==> config.mk <==
export PLATFORM = sky130hd
export DESIGN_NAME = wb_ctl
export DESIGN_NICKNAME = d
export VERILOG_FILES = /design/src/rv_wb_pkg.sv /design/src/wb_ctl.sv
export SDC_FILE = /design/constraint.sdc
export NUM_CORES = 1
export LEC_CHECK = 0
export BUFFER_PORTS_ARGS = -buffer_cell sky130_fd_sc_hd__buf_2
export CORE_ASPECT_RATIO = 0.5
export CORE_MARGIN = 3
export CORE_UTILIZATION = 37
export DETAILED_ROUTE_END_ITERATION = 8
export GPL_ROUTABILITY_DRIVEN = 0
export GPL_TIMING_DRIVEN = 0
export PLACE_DENSITY = 0.79
export SLEW_MARGIN = 30
export SYNTH_ARGS = -nofsm -noshare
export SYNTH_HDL_FRONTEND = slang
export SYNTH_SLANG_ARGS = --single-unit
==> constraint.sdc <==
create_clock -name clk -period 3.6 [get_ports clk]
set_input_delay 0.54 -clock clk [delete_from_list [all_inputs] [get_ports clk]]
set_output_delay 0.54 -clock clk [all_outputs]
set_load 0.1 [all_outputs]
==> src/rv_wb_pkg.sv <==
`default_nettype none

package rv_wb_pkg;

    // ****************************************
    // Basic types
    // ****************************************

    typedef logic [31:0] word_t;     // RV32 architectural word.
    typedef logic [6:0]  opcode_t;   // Instruction bits [6:0].
    typedef logic [4:0]  reg_addr_t; // Register index x0..x31.

    // ****************************************
    // RV32I base opcodes
    // ****************************************

    localparam opcode_t OPC_LUI    = 7'b0110111;
    localparam opcode_t OPC_AUIPC  = 7'b0010111;
    localparam opcode_t OPC_JAL    = 7'b1101111;
    localparam opcode_t OPC_JALR   = 7'b1100111;
    localparam opcode_t OPC_BRANCH = 7'b1100011;
    localparam opcode_t OPC_LOAD   = 7'b0000011;
    localparam opcode_t OPC_STORE  = 7'b0100011;
    localparam opcode_t OPC_OP_IMM = 7'b0010011;
    localparam opcode_t OPC_OP     = 7'b0110011;

    // ****************************************
    // Writeback select
    // ****************************************

    // Source of the word written back to rd.
    typedef enum logic [1:0] {
        WB_MEM = 2'b00, // Load data.
        WB_ALU = 2'b01, // ALU result.
        WB_PC4 = 2'b10, // Link address.
        WB_RSV = 2'b11  // Reserved.
    } wb_sel_e;

endpackage

`default_nettype wire

==> src/wb_ctl.sv <==
`timescale 1ns/100ps
`default_nettype none

module wb_ctl (
    input  wire                    clk,
    input  wire                    rst,
    input  wire                    acc_valid,
    input  wire rv_wb_pkg::word_t  acc_instr,
    input  wire rv_wb_pkg::word_t  acc_pc_4,
    input  wire rv_wb_pkg::word_t  acc_alu_out,
    input  wire rv_wb_pkg::word_t  acc_dmem_out,
    output rv_wb_pkg::wb_sel_e     wb_sel,
    output logic                   reg_wen,
    output rv_wb_pkg::reg_addr_t   wb_rd,
    output rv_wb_pkg::word_t       pc_4_wb,
    output rv_wb_pkg::word_t       alu_out_wb,
    output rv_wb_pkg::word_t       dmem_out_wb
);

    import rv_wb_pkg::*;

    opcode_t acc_opcode;
    wb_sel_e dec_sel;
    logic    dec_wen;

    assign acc_opcode = acc_instr[6:0];

    // ****************************************
    // Opcode decode
    // ****************************************

    always_comb begin
        dec_sel = WB_MEM;
        dec_wen = 1'b0;
        case (acc_opcode)
            OPC_LUI, OPC_AUIPC: begin
                dec_sel = WB_ALU;
                dec_wen = 1'b1;
            end
            OPC_JAL, OPC_JALR: begin
                dec_sel = WB_PC4;
                dec_wen = 1'b1;
            end
            OPC_LOAD: begin
                dec_sel = WB_MEM;
                dec_wen = 1'b1;
            end
            OPC_OP_IMM, OPC_OP: begin
                dec_sel = WB_ALU;
                dec_wen = 1'b1;
            end
            // Branches and stores have no destination register.
            default: begin
                dec_sel = WB_MEM;
                dec_wen = 1'b0;
            end
        endcase
    end

    // ****************************************
    // Writeback pipeline register
    // ****************************************

    always_ff @(posedge clk or posedge rst) begin
        if (rst) begin
            wb_sel      <= WB_MEM;
            reg_wen     <= 1'b0;
            wb_rd       <= '0;
            pc_4_wb     <= '0;
            alu_out_wb  <= '0;
            dmem_out_wb <= '0;
        end else begin
            wb_sel      <= dec_sel;
            reg_wen     <= dec_wen && acc_valid; // Bubbles never write.
            wb_rd       <= acc_instr[11:7];
            pc_4_wb     <= acc_pc_4;
            alu_out_wb  <= acc_alu_out;
            dmem_out_wb <= acc_dmem_out;
        end
    end

    a_no_reserved_sel: assert property (
        @(posedge clk) disable iff (rst)
        reg_wen |-> (wb_sel != WB_RSV)
    ) else $error("register write with reserved writeback select");

endmodule

`default_nettype wire

# [After elaboration in Yosys (flattened, before gate mapping)]
# Cells that the tools add are included.
[op_classes] n_mux=2 reduce_logical=4 n_eq_ne=7
[ops] op="== test 7 x 5 -> 1 bit (second input constant)" n=2
[ops] op="== test 7 x 6 -> 1 bit (second input constant)" n=2
[ops] op="== test 7 bit (second input constant)" n=2
[ops] op="== test 7 x 2 -> 1 bit (second input constant)" n=1
[ops] op="OR reduction 7 bit" n=1
[ops] op="case mux 2 bit (2 select lines)" n=1
[ops] op="OR reduction 4 bit" n=1
[ops] op="OR reduction 2 bit" n=1
[ops] op="logical AND 1 bit" n=1
[ops] op="two-way mux 1 bit" n=1
[totals] in_bits=131 output_inout_bits=104 word_cells=19 reg_bits=104

# [Depth between registers and ports, before layout]
[logic_depth] depth_word=4 mapped_depth=3 mapped_depth_nobuf=3

# [Worst setup path after synthesis]
# OpenSTA, ideal clock, no wires.
[synth_timing] kind="register to output" start="reg alu_out_wb[0]" end="out alu_out_wb[0]" setup_slack_ns=2.177 stages_incl_launch_ff=1 t_required_ns=3.060 path_buffers=0 t_arrival_ns=0.883 cell_sequence="dfrtp_1"
[synth_lines] element="from (decl)" line_no="wb_ctl.sv:16" source="output rv_wb_pkg::word_t alu_out_wb,"
[synth_lines] element="from (signal assigned)" line_no="wb_ctl.sv:77" source="alu_out_wb <= acc_alu_out;"
# No word-level cell between the ends.

# [Final worst setup path]
[layout_timing] start="reg alu_out_wb[28]" end="out alu_out_wb[28]"
# No word-level cell between the ends.

==> impl_metrics.csv <==
group,metric,value,unit
logic_synthesis,syn-cell-area,0.002664,mm^2
critical_path,critical-path-slowest-cell,"buf_2",
detailed_routing,routed-via-count,1774,
placed_design,hpwl_after_detailed_placement,5858,um
critical_path,timing_worst_setup_path_type,"reg -> out",
finish,finish.cell_count_without_fillers,434,
floorplanning,ioPinCount,235,
sta,timing.final.max_slew_violations,0,
critical_path,crit_required,3.06,ns
critical_path,worstPathArrival,1.14,ns
detailed_routing,detail_route.drc_violations,0,
logic_synthesis,seq_area_frac_synth,97.70,%
finish,finalInstanceArea,0.004189,mm^2
clocking,cts_buffers,9,
clocking,clockBufferDepth,2,
sta,timing.hold.ws,0.2183,ns
finish,layout-drive-gt1-share,68.13,%
logic_synthesis,syn_avg_cell_area,23.78,um^2
clocking,cts_root_buffer,"clkbuf_16",
logic_synthesis,xor_and_xnor_area_share_after_synthesis,0,%
clocking,htree_levels,3,
placed_design,placed_cell_area,0.003882,mm^2
placed_design,placed_insts,419,
logic_synthesis,postSynthNetCount,243,
sta,max_clock_freq,595.0,MHz
min_path,worstHoldPathType,"in -> async",
logic_synthesis,synth_cell_type_count,9,
clocking,post-cts-setup-buffer-count,0,
logic_synthesis,post_synth_inst_count,112,
grt,largest_net_degree_at_the_start_of_global_routing,62,
logic_synthesis,synth_mux_area_share,0,%
finish,most-common-layout-cells,"214 x buf_2, 104 x dfrtp_1, 9 x clkbuf_16",
finish,number_of_nets_in_the_layout,469,
critical_path,worst_path_largest_cell_delay,0.44,ns
floorplanning,starting_density_of_the_core,38.99,%
logic_synthesis,synth-seq-cells,104,
critical_path,critical_path_peak_fanout,1,
grt,globalRouteOverflowTotal,0,
power_and_ir_drop,peakVddDrop,271.5,uV
logic_synthesis,synth_compound_area_share,0.6576,%
logic_synthesis,synth_adder_area_share,0,%
logic_synthesis,synth_simple_gate_area_share,1.503,%
clocking,cts_resized,0,
detailed_routing,drt_wl_total,7177,um
clocking,clk_transition_reported_paths,0.06,ns
critical_path,cp.buffers_inverters,1,
sta,slew_at_the_pin_closest_to_its_max_slew_limit,0.5216,ns
floorplanning,placementRows,21,
clocking,clock_tree_from_tritoncts,"yes",
clocking,cts_hold_buf,0,
clocking,cts_sinks,104,
sta,worst_slew_margin_rel,65.47,%
detailed_routing,initialDrtViolationCount,88,
critical_path,critPathLaunchType,"flop",
detailed_routing,post_drt_wl_per_cell,16.54,um
sta,timing_hold_violations_final,0,
power_and_ir_drop,report.power.total,2.803,mW
grt,number_of_antenna_violations_at_the_first_check_in_global_routing,0,
critical_path,crit_path_cell_trace,"buf_2",
finish,final_antenna_diode_count,0,
grt,grt_pass1_vias,2012,
sta,final.period_utilization,46.68,%
logic_synthesis,yosysWarningCount,0,
finish,fraction_of_the_core_area_covered_by_cells_at_the_end_of_the_flow,61.32,%
outcome,outcome,"complete, no violations",
placed_design,port_buffers,214,
floorplanning,dieArea,0.008316,mm^2
floorplanning,die_height,66,um
finish,flow.area_growth_from_synthesis,57.26,%
detailed_routing,vias_per_cell,4.088,
floorplanning,die_width,126.0,um
floorplanning,core,0.006832,mm^2
finish,mostFrequentLayoutCell,"buf_2",
run,max-cap-violations,0,
detailed_routing,drt-pass1-iter-count,4,
logic_synthesis,synth_top_family_by_area,"simple AND/OR/NAND/NOR gates",
sta,rsz0062_at_grt,"false",
grt,global_route.usage.total,17.36,%
sta,min_period,1.681,ns
sta,finalSetupViolCount,0,
power_and_ir_drop,cellLeakagePower,2.252,nW
critical_path,setup.worst_path.end_class,"output port",
critical_path,worst_path_dominant_cell_family,"buffers and inverters",
power_and_ir_drop,power.density,669.0,mW/mm^2
grt,wire_length_of_the_first_global_routing_pass,10610,um
detailed_routing,detail-route-antenna-nets,0,
[cell families (layout without fill, tap and decap cells)]
| kind of cell | after synthesis | count (layout) |
|---|---|---|
| buf+inv | 1 | 231 |
| compound gates | 2 | 2 |
| simple gates | 5 | 5 |
| flops | 104 | 104 |
[final timing paths]
path / from / depth (start not counted) / slack (ns) / to
min in group clk: acc_alu_out[8] / 1 / 0.31 / alu_out_wb[8]$_DFF_PP0_
worst max-delay path: alu_out_wb[28]$_DFF_PP0_ / 1 / 1.92 / alu_out_wb[28]
max in group asynchronous: rst / 3 / 2.78 / pc_4_wb[30]$_DFF_PP0_
worst min-delay path: rst / 2 / 0.22 / alu_out_wb[20]$_DFF_PP0_
[synthesized netlist by cell type]
cell type    n  area share (%)
nand4b_1     1            0.33
o21ba_1      1            0.38
nor2_2       1            0.24
o21a_1       1            0.28
nor4b_1      1            0.33
nor4_2       1            0.47
inv_1        1            0.14
dfrtp_1    104              98
nand2_1      1            0.14
[sequential cells by signal (all words and copies together) (netlist names)]
signal / cells
dmem_out_wb: 32
wb_rd: 5
reg_wen: 1
pc_4_wb: 32
alu_out_wb: 32
wb_sel: 2
[power by group]
group | total (mW) | leakage (nW) | internal, mW | switching, mW
clock | 0.964 | 0.154 | 0.589 | 0.375
sequential | 1.24 | 1.22 | 1.23 | 0.0175
combinational | 0.595 | 0.879 | 0.0852 | 0.509
[per-layer routing]
layer	GRT usage, %	vias up	share of wire (%)
li1	-	803	-
met1	19.10	917	36
met2	33.53	44	59
met3	4.919	10	3.6
met4	4.545	0	1.2
met5	0	-	0
[metrics by stage]
stage | TNS (ns) | setup slack, ns
floorplan | 0 | 0.3278
global placement | -32.99 | -0.3202
CTS | 0 | 1.905
finish | 0 | 1.919
global route | 0 | 1.891
detailed placement | 0 | 2.266
[area by class of cell]
cell class	instances	area [um^2]
inverters	1	8.758
clock buffers	12	266.5
flip-flops and latches	104	2603
clock inverters	3	40.04
fillers	557	2643
well taps	92	115.1
repair buffers	215	1099
multi-input cells	7	57.56
(Power assumes the default switching activity.)
