$ cat src/rv_wb_pkg.sv
`default_nettype none

package rv_wb_pkg;

    // ****************************************
    // Basic types
    // ****************************************

    typedef logic [31:0] word_t;     // RV32 architectural word.
    typedef logic [6:0]  opcode_t;   // Instruction bits [6:0].
    typedef logic [4:0]  reg_addr_t; // Register index x0..x31.

    // ****************************************
    // RV32I base opcodes
    // ****************************************

    localparam opcode_t OPC_LUI    = 7'b0110111;
    localparam opcode_t OPC_AUIPC  = 7'b0010111;
    localparam opcode_t OPC_JAL    = 7'b1101111;
    localparam opcode_t OPC_JALR   = 7'b1100111;
    localparam opcode_t OPC_BRANCH = 7'b1100011;
    localparam opcode_t OPC_LOAD   = 7'b0000011;
    localparam opcode_t OPC_STORE  = 7'b0100011;
    localparam opcode_t OPC_OP_IMM = 7'b0010011;
    localparam opcode_t OPC_OP     = 7'b0110011;

    // ****************************************
    // Writeback select
    // ****************************************

    // Source of the word written back to rd.
    typedef enum logic [1:0] {
        WB_MEM = 2'b00, // Load data.
        WB_ALU = 2'b01, // ALU result.
        WB_PC4 = 2'b10, // Link address.
        WB_RSV = 2'b11  // Reserved.
    } wb_sel_e;

endpackage

`default_nettype wire

$ cat src/reg_writeback.sv
`timescale 1ns/100ps
`default_nettype none

module reg_writeback (
    input  wire                        clk,
    input  wire                        rst,
    input  wire rv_wb_pkg::wb_sel_e    wb_sel,
    input  wire                        reg_wen,
    input  wire rv_wb_pkg::reg_addr_t  wb_rd,
    input  wire rv_wb_pkg::word_t      pc_4_wb,
    input  wire rv_wb_pkg::word_t      alu_out_wb,
    input  wire rv_wb_pkg::word_t      dmem_out_wb,
    input  wire rv_wb_pkg::reg_addr_t  rs1_addr,
    input  wire rv_wb_pkg::reg_addr_t  rs2_addr,
    output logic                       wb_we,
    output rv_wb_pkg::reg_addr_t       wb_rd_out,
    output rv_wb_pkg::word_t           wb_data,
    output rv_wb_pkg::word_t           rs1_data,
    output rv_wb_pkg::word_t           rs2_data
);

    import rv_wb_pkg::*;

    word_t regs [1:31]; // x0 has no storage.

    // x0 is hardwired to zero.
    function automatic word_t read_reg(input reg_addr_t addr);
        word_t data;
        if (addr == '0) begin
            data = '0;
        end else begin
            data = regs[addr];
        end
        return data;
    endfunction

    // ****************************************
    // Writeback select
    // ****************************************

    always_comb begin
        case (wb_sel)
            WB_MEM:  wb_data = dmem_out_wb;
            WB_ALU:  wb_data = alu_out_wb;
            WB_PC4:  wb_data = pc_4_wb;
            default: wb_data = '0;
        endcase
    end

    assign wb_we     = reg_wen && (wb_rd != '0);
    assign wb_rd_out = wb_rd;

    // ****************************************
    // Register file
    // ****************************************

    always_ff @(posedge clk or posedge rst) begin
        if (rst) begin
            for (int i = 1; i < 32; i++) begin
                regs[i] <= '0;
            end
        end else if (wb_we) begin
            regs[wb_rd] <= wb_data;
        end
    end

    // No bypass. A same-cycle read of rd returns the old value.
    assign rs1_data = read_reg(rs1_addr);
    assign rs2_data = read_reg(rs2_addr);

    a_sel_known: assert property (
        @(posedge clk) disable iff (rst)
        reg_wen |-> !$isunknown(wb_sel)
    ) else $error("writeback select unknown during register write");

endmodule

`default_nettype wire

$ cat config.mk
export PLATFORM = sky130hd
export DESIGN_NAME = reg_writeback
export DESIGN_NICKNAME = d
export VERILOG_FILES = /design/src/rv_wb_pkg.sv /design/src/reg_writeback.sv
export SDC_FILE = /design/constraint.sdc
export NUM_CORES = 2
export LEC_CHECK = 0
export BUFFER_PORTS_ARGS = -buffer_cell sky130_fd_sc_hd__buf_4
export CORE_MARGIN = 2
export CORE_UTILIZATION = 55
export CTS_CLUSTER_SIZE = 8
export DETAILED_ROUTE_END_ITERATION = 7
export PLACE_DENSITY_LB_ADDON = 0.05
export RECOVER_POWER = 25
export SLEW_MARGIN = 5
export SYNTH_ARGS = -nofsm -noshare
export SYNTH_HDL_FRONTEND = slang
export SYNTH_SLANG_ARGS = --single-unit
$ cat constraint.sdc
create_clock -name clk -period 32.8 [get_ports clk]
set_input_delay 6.56 -clock clk [delete_from_list [all_inputs] [get_ports clk]]
set_output_delay 6.56 -clock clk [all_outputs]
set_load 0.01 [all_outputs]
Yosys cells after proc, flatten, opt, wreduce, memory -nomap -nowiden
Index checks and enable logic that the tools add are counted.
{"block": "op_classes", "magnitude_cmp": 4, "n_eq_ne": 2, "n_mux": 12, "bitwise_logic": 3, "reduce_logical": 6}
{"cell": "992-bit bitwise mux", "count": 1}
{"cell": "32-bit binary-select mux with 5-bit select", "count": 2}
{"cell": "32-bit two-way mux", "count": 7}
{"cell": "32-bit demux with 5-bit select", "count": 1}
{"cell": "32-bit one-hot mux with 3 select lines", "count": 1}
{"cell": "6-bit >= comparator, second input constant", "count": 3}
{"cell": "5-bit inverter with 6-bit output", "count": 3}
{"cell": "5-bit logical NOT", "count": 2}
{"cell": "6-bit by 1-bit < comparator with 1-bit output, second input constant", "count": 1}
{"cell": "5-bit nonzero test", "count": 1}
{"cell": "2-bit by 1-bit equality test with 1-bit output, second input constant", "count": 1}
{"cell": "2-bit equality test, second input constant", "count": 1}
{"cell": "1-bit logical AND", "count": 2}
{"cell": "2-bit logical NOT", "count": 1}
{"block": "totals", "register_bits": 992, "inputBits": 116, "out_inout_bits": 102, "wordCells": 58}

Depth between registers and ports, before layout
{"block": "logic_depth", "ltp_word": 6, "depth_mapped": 8, "ltp_nobuf": 4}

Least setup slack after synthesis
Ideal clock, no wire load.
{"block": "synth_path", "path_kind": "in2out", "from": "input rs1_addr[1]", "to": "output rs1_data[14]", "arrival_ps": 7892, "setup_slack_ps": 18348, "stages": 8, "path_buffers": 4, "path_cell_list": "buf_4 -> buf_6 -> or2_1 -> buf_2 -> clkbuf_1 -> o22ai_1 -> nor3_1 -> a211oi_1"}
{"block": "synth_via", "elab_chain_cells": 5}
{"element": "start, declared", "line": "reg_writeback.sv:13", "text": "input wire rv_wb_pkg::reg_addr_t rs1_addr,"}
{"element": "5-bit inverter with 6-bit output (not written as such)", "line": "reg_writeback.sv:32", "text": "data = regs[addr];"}
{"element": "32-bit binary-select mux with 5-bit select", "line": "reg_writeback.sv:32"}
{"element": "32-bit two-way mux (not written as such) (2 in series)", "line": "reg_writeback.sv:32"}
{"element": "32-bit two-way mux (*)", "line": "reg_writeback.sv:29", "text": "if (addr == '0) begin"}
{"element": "end, declared", "line": "reg_writeback.sv:18", "text": "output rv_wb_pkg::word_t rs1_data,"}
Every way passes the cells marked *; elsewhere a longest branch is shown, timed or not. The select of a mux whose other input is x is not followed.

Worst setup path in the final report
{"block": "layout_path", "from": "input wb_sel[0]", "to": "output wb_data[28]"}
{"block": "layout_via", "elab_chain_cells": 2}
{"element": "start, declared", "line": "reg_writeback.sv:7", "text": "input wire rv_wb_pkg::wb_sel_e wb_sel,"}
{"element": "2-bit equality test (tied with other cells)", "line": "reg_writeback.sv:42", "text": "case (wb_sel)"}
{"element": "32-bit one-hot mux with 3 select lines (*)", "line": "reg_writeback.sv:42"}
{"element": "end, declared", "line": "reg_writeback.sv:17", "text": "output rv_wb_pkg::word_t wb_data,"}
Every way passes the cells marked *; elsewhere a longest branch is shown, timed or not.

==> reports/metrics.csv <==
metric;value;unit
outcome;complete, but fails checks;
failing checks;capacitance limit, slew limit;
Hold Crit Class;reg2reg;
Routed WL;188000;µm
Synth Flop Type;dfrtp_1;
# diodes;0;
Site Rows;114;
Post-synth EDFFs;0;
initial antenna violation count;3;
drt pass-1 iters;5;
Tmin final;19580;ps
final setup fails;0;
Post-synth ARST share;1.00;
fillers;8480;
first-pass GRT wire length;279000;µm
GP Congestion;0.828;
Seq cells post-synth;992;
CP Cell Sequence;clkbuf_1 > nor2b_2 > clkbuf_1 > a21oi_2 > clkbuf_1 > inv_1 > buf_4;
pwr dens;63.4;nW/µm²
Clock Sink Count;992;
Clk pin slew, worst setup/hold paths;50;ps
port bufs;217;
Hold Startpoint;regs[986];
# Post-CTS Setup Buffers;0;
final hold slack;498;ps
CTS Root Cell;clkbuf_16;
CP max stage delay;2590;ps
Bufs on Longest Clock Path;3;
die height;316;µm
max reg flops;992;
Critical-path top delay cell;clkbuf_1;
Hold Violations, Final;0;
synthesized instance count;5600;
skew final;0;ps
largest registers;regs (992);
Worst-Skew Late Latency;760;ps
mapped cell area;53400;µm²
Synth area leaders;dfrtp_1, mux2i_1, nand2_1;
I/O pin cnt;218;
slew margin rel.;-4.71;
CP Capture Type;output port;
net switching power;0.00115;W
H-tree lvl count;4;
CORE AREA;96400;µm²
Arr. time, crit path;13020;ps
Resized Gates After CTS;0;
Worst Setup Path Type;in2out;
Worst path most repeated cell;clkbuf_1;
largest net degree at the start of global routing;156;
placed wire-length estimate;102000;µm
routed vias/inst;6.43;
Worst EP required;26240;ps
net count of the finished layout;5629;
Top reg by flops;regs;
DR WL/cell;27.7;µm
area grow syn2layout;9.88;%
Sw Share;0.310;
CTS tree;yes;
CTS Hold Buffers Added;0;
DIE AREA;99600;µm²
RSZ-0062 raised after global routing;no;
Setup TNS;0;ps
fin. max-slew vios;835;
Mapped Nets;5716;
Final period util;0.597;
CP Launch Point;wb_sel[0];
Netlist cell types;47;
Comb power frac;0.201;
gr ovfl total;0;
Initial DRC Count;4351;
syn_area_per_cell;9.54;µm²
Tightest Pin Transition;8570;ps
Reg power frac;0.444;
Leakage;26.8;nW
Final ANT Viol Nets;0;
critical path fanouts, max;33;
GRT Util Overall;0.379;
Initial Utilization;0.554;
CTS buffer count;142;
Die W;316;µm
FF-to-FF Start;regs[288];
max capacitance violation total;18;
Yosys top cell area share;0.465;
number of remaining DRC errors;0;
vias in the first global route;42700;
maximum VDD drop;45.1;µV
Critical Path Source Type;input pin;
vias;43800;
count of warnings emitted by yosys;0;
Fmax achieved;51.1;MHz
layout cells sized above 1;0.133;
post-synthesis sequential area ratio;0.465;
clock share of power;0.355;
Power Internal;0.00257;W
cell taking the most area after synthesis;dfrtp_1;
[path summary, 6_finish.rpt]
check | endpoint | slack, ps | cells after the start
worst min register to register | regs[986] | 500 | 2
worst max-delay path | wb_data[28] | 13220 | 7
worst max register to register | regs[288] | 32000 | 2
min in group asynchronous | regs[226] | 6090 | 2
max in group asynchronous | regs[659] | 15810 | 6
worst min-delay path | regs[986] | 500 | 2
[layer usage]
layer	wire, µm	vias to the layer above	track usage
met5	0	-	0
met4	9720	0	0.176
met3	15400	540	0.0747
met2	87400	1955	0.613
met1	76000	21700	0.492
li1	-	19600	-
[through the flow]
stage,setup WS [ps],total power (W),instance area (µm²),util,std cells
global route,13130,0.00390,58700,0.609,6806
detailed placement,15830,0.00241,55100,0.572,6645
floorplan,12570,0.00218,53400,-,5600
global placement,15880,0.00239,55100,0.572,6645
finish,13220,0.00372,58700,0.609,6806
CTS,15830,0.00373,58900,0.611,6806
[cell families after synthesis]
| logic type | count (synthesis) | share of synthesized area |
|---|---|---|
| AND/OR/NAND/NOR | 1671 | 0.134 |
| AO/OA/AOI/OAI | 1411 | 0.156 |
| flip-flops | 992 | 0.465 |
| multiplexers | 930 | 0.190 |
| buffers and inverters | 596 | 0.0549 |
[power by group through the flow]
stage	clock (W)	combinational (W)	sequential, W
finish	0.00132	0.000749	0.00165
global route	0.00138	0.000830	0.00168
CTS	0.00133	0.000751	0.00165
detailed placement	0	0.000748	0.00166
global placement	0	0.000734	0.00165
floorplan	0	0.000560	0.00162
[synth_stat cells, types with 3 or more instances]
cell type and count:
mux4_2 62, clkbuf_2 21, buf_4 40, o22ai_1 194, o21ai_1 18, nor2_2 8, a22oi_1 64, nand2_1 741
mux2_2 68, mux2i_1 800, o21ai_2 55, o21ai_0 535, dfrtp_1 992, nor4_1 64, nand2b_1 74, a211oi_2 19
buf_1 16, nand3b_2 3, nor2_1 548, or2_1 4, nand3_2 3, buf_2 191, nand3b_1 9, nor3b_1 4
nor2b_1 3, a21oi_1 394, inv_1 33, a221o_1 62, nor3_1 66, buf_6 37, a211oi_1 43, nand4_1 62
a21oi_2 22, clkbuf_1 258, nand3_1 68
[area by class of cell]
cell class | instances | area (µm²) | area share
inverter | 33 | 125 | 0.00213
clock buffer | 147 | 3610 | 0.0616
tap | 1276 | 1600 | 0.0272
timing repair buffer | 332 | 2460 | 0.0419
clock inverter | 14 | 174 | 0.00296
multi-input combinational | 4012 | 25900 | 0.441
sequential | 992 | 24800 | 0.423
[critical path: cells and delay by family]
| family | cells | cell delay (ps) |
|---|---|---|
| buffers and inverters | 5 | 5850 |
| AND/OR/NAND/NOR | 1 | 420 |
| AO/OA/AOI/OAI | 1 | 100 |
[layout by cell type, fill, tap and decap left out, types with 28 or more instances in the layout]
| cell type | instances |
|---|---|
| nand4_1 | 62 |
| nor3_1 | 66 |
| mux2_2 | 68 |
| o21ai_0 | 558 |
| dfrtp_1 | 992 |
| mux2i_1 | 800 |
| inv_1 | 32 |
| a221o_1 | 62 |
| a21oi_1 | 387 |
| clkbuf_1 | 32 |
| mux4_2 | 62 |
| nor4_1 | 64 |
| a21oi_2 | 28 |
| nor2_1 | 542 |
| a22oi_1 | 64 |
| nand3_1 | 68 |
| o21ai_2 | 36 |
| nand2b_1 | 62 |
| a211oi_1 | 43 |
| clkbuf_16 | 144 |
| nand2_1 | 736 |
| buf_4 | 293 |
| o22ai_1 | 194 |
(Power assumes the default switching activity.)
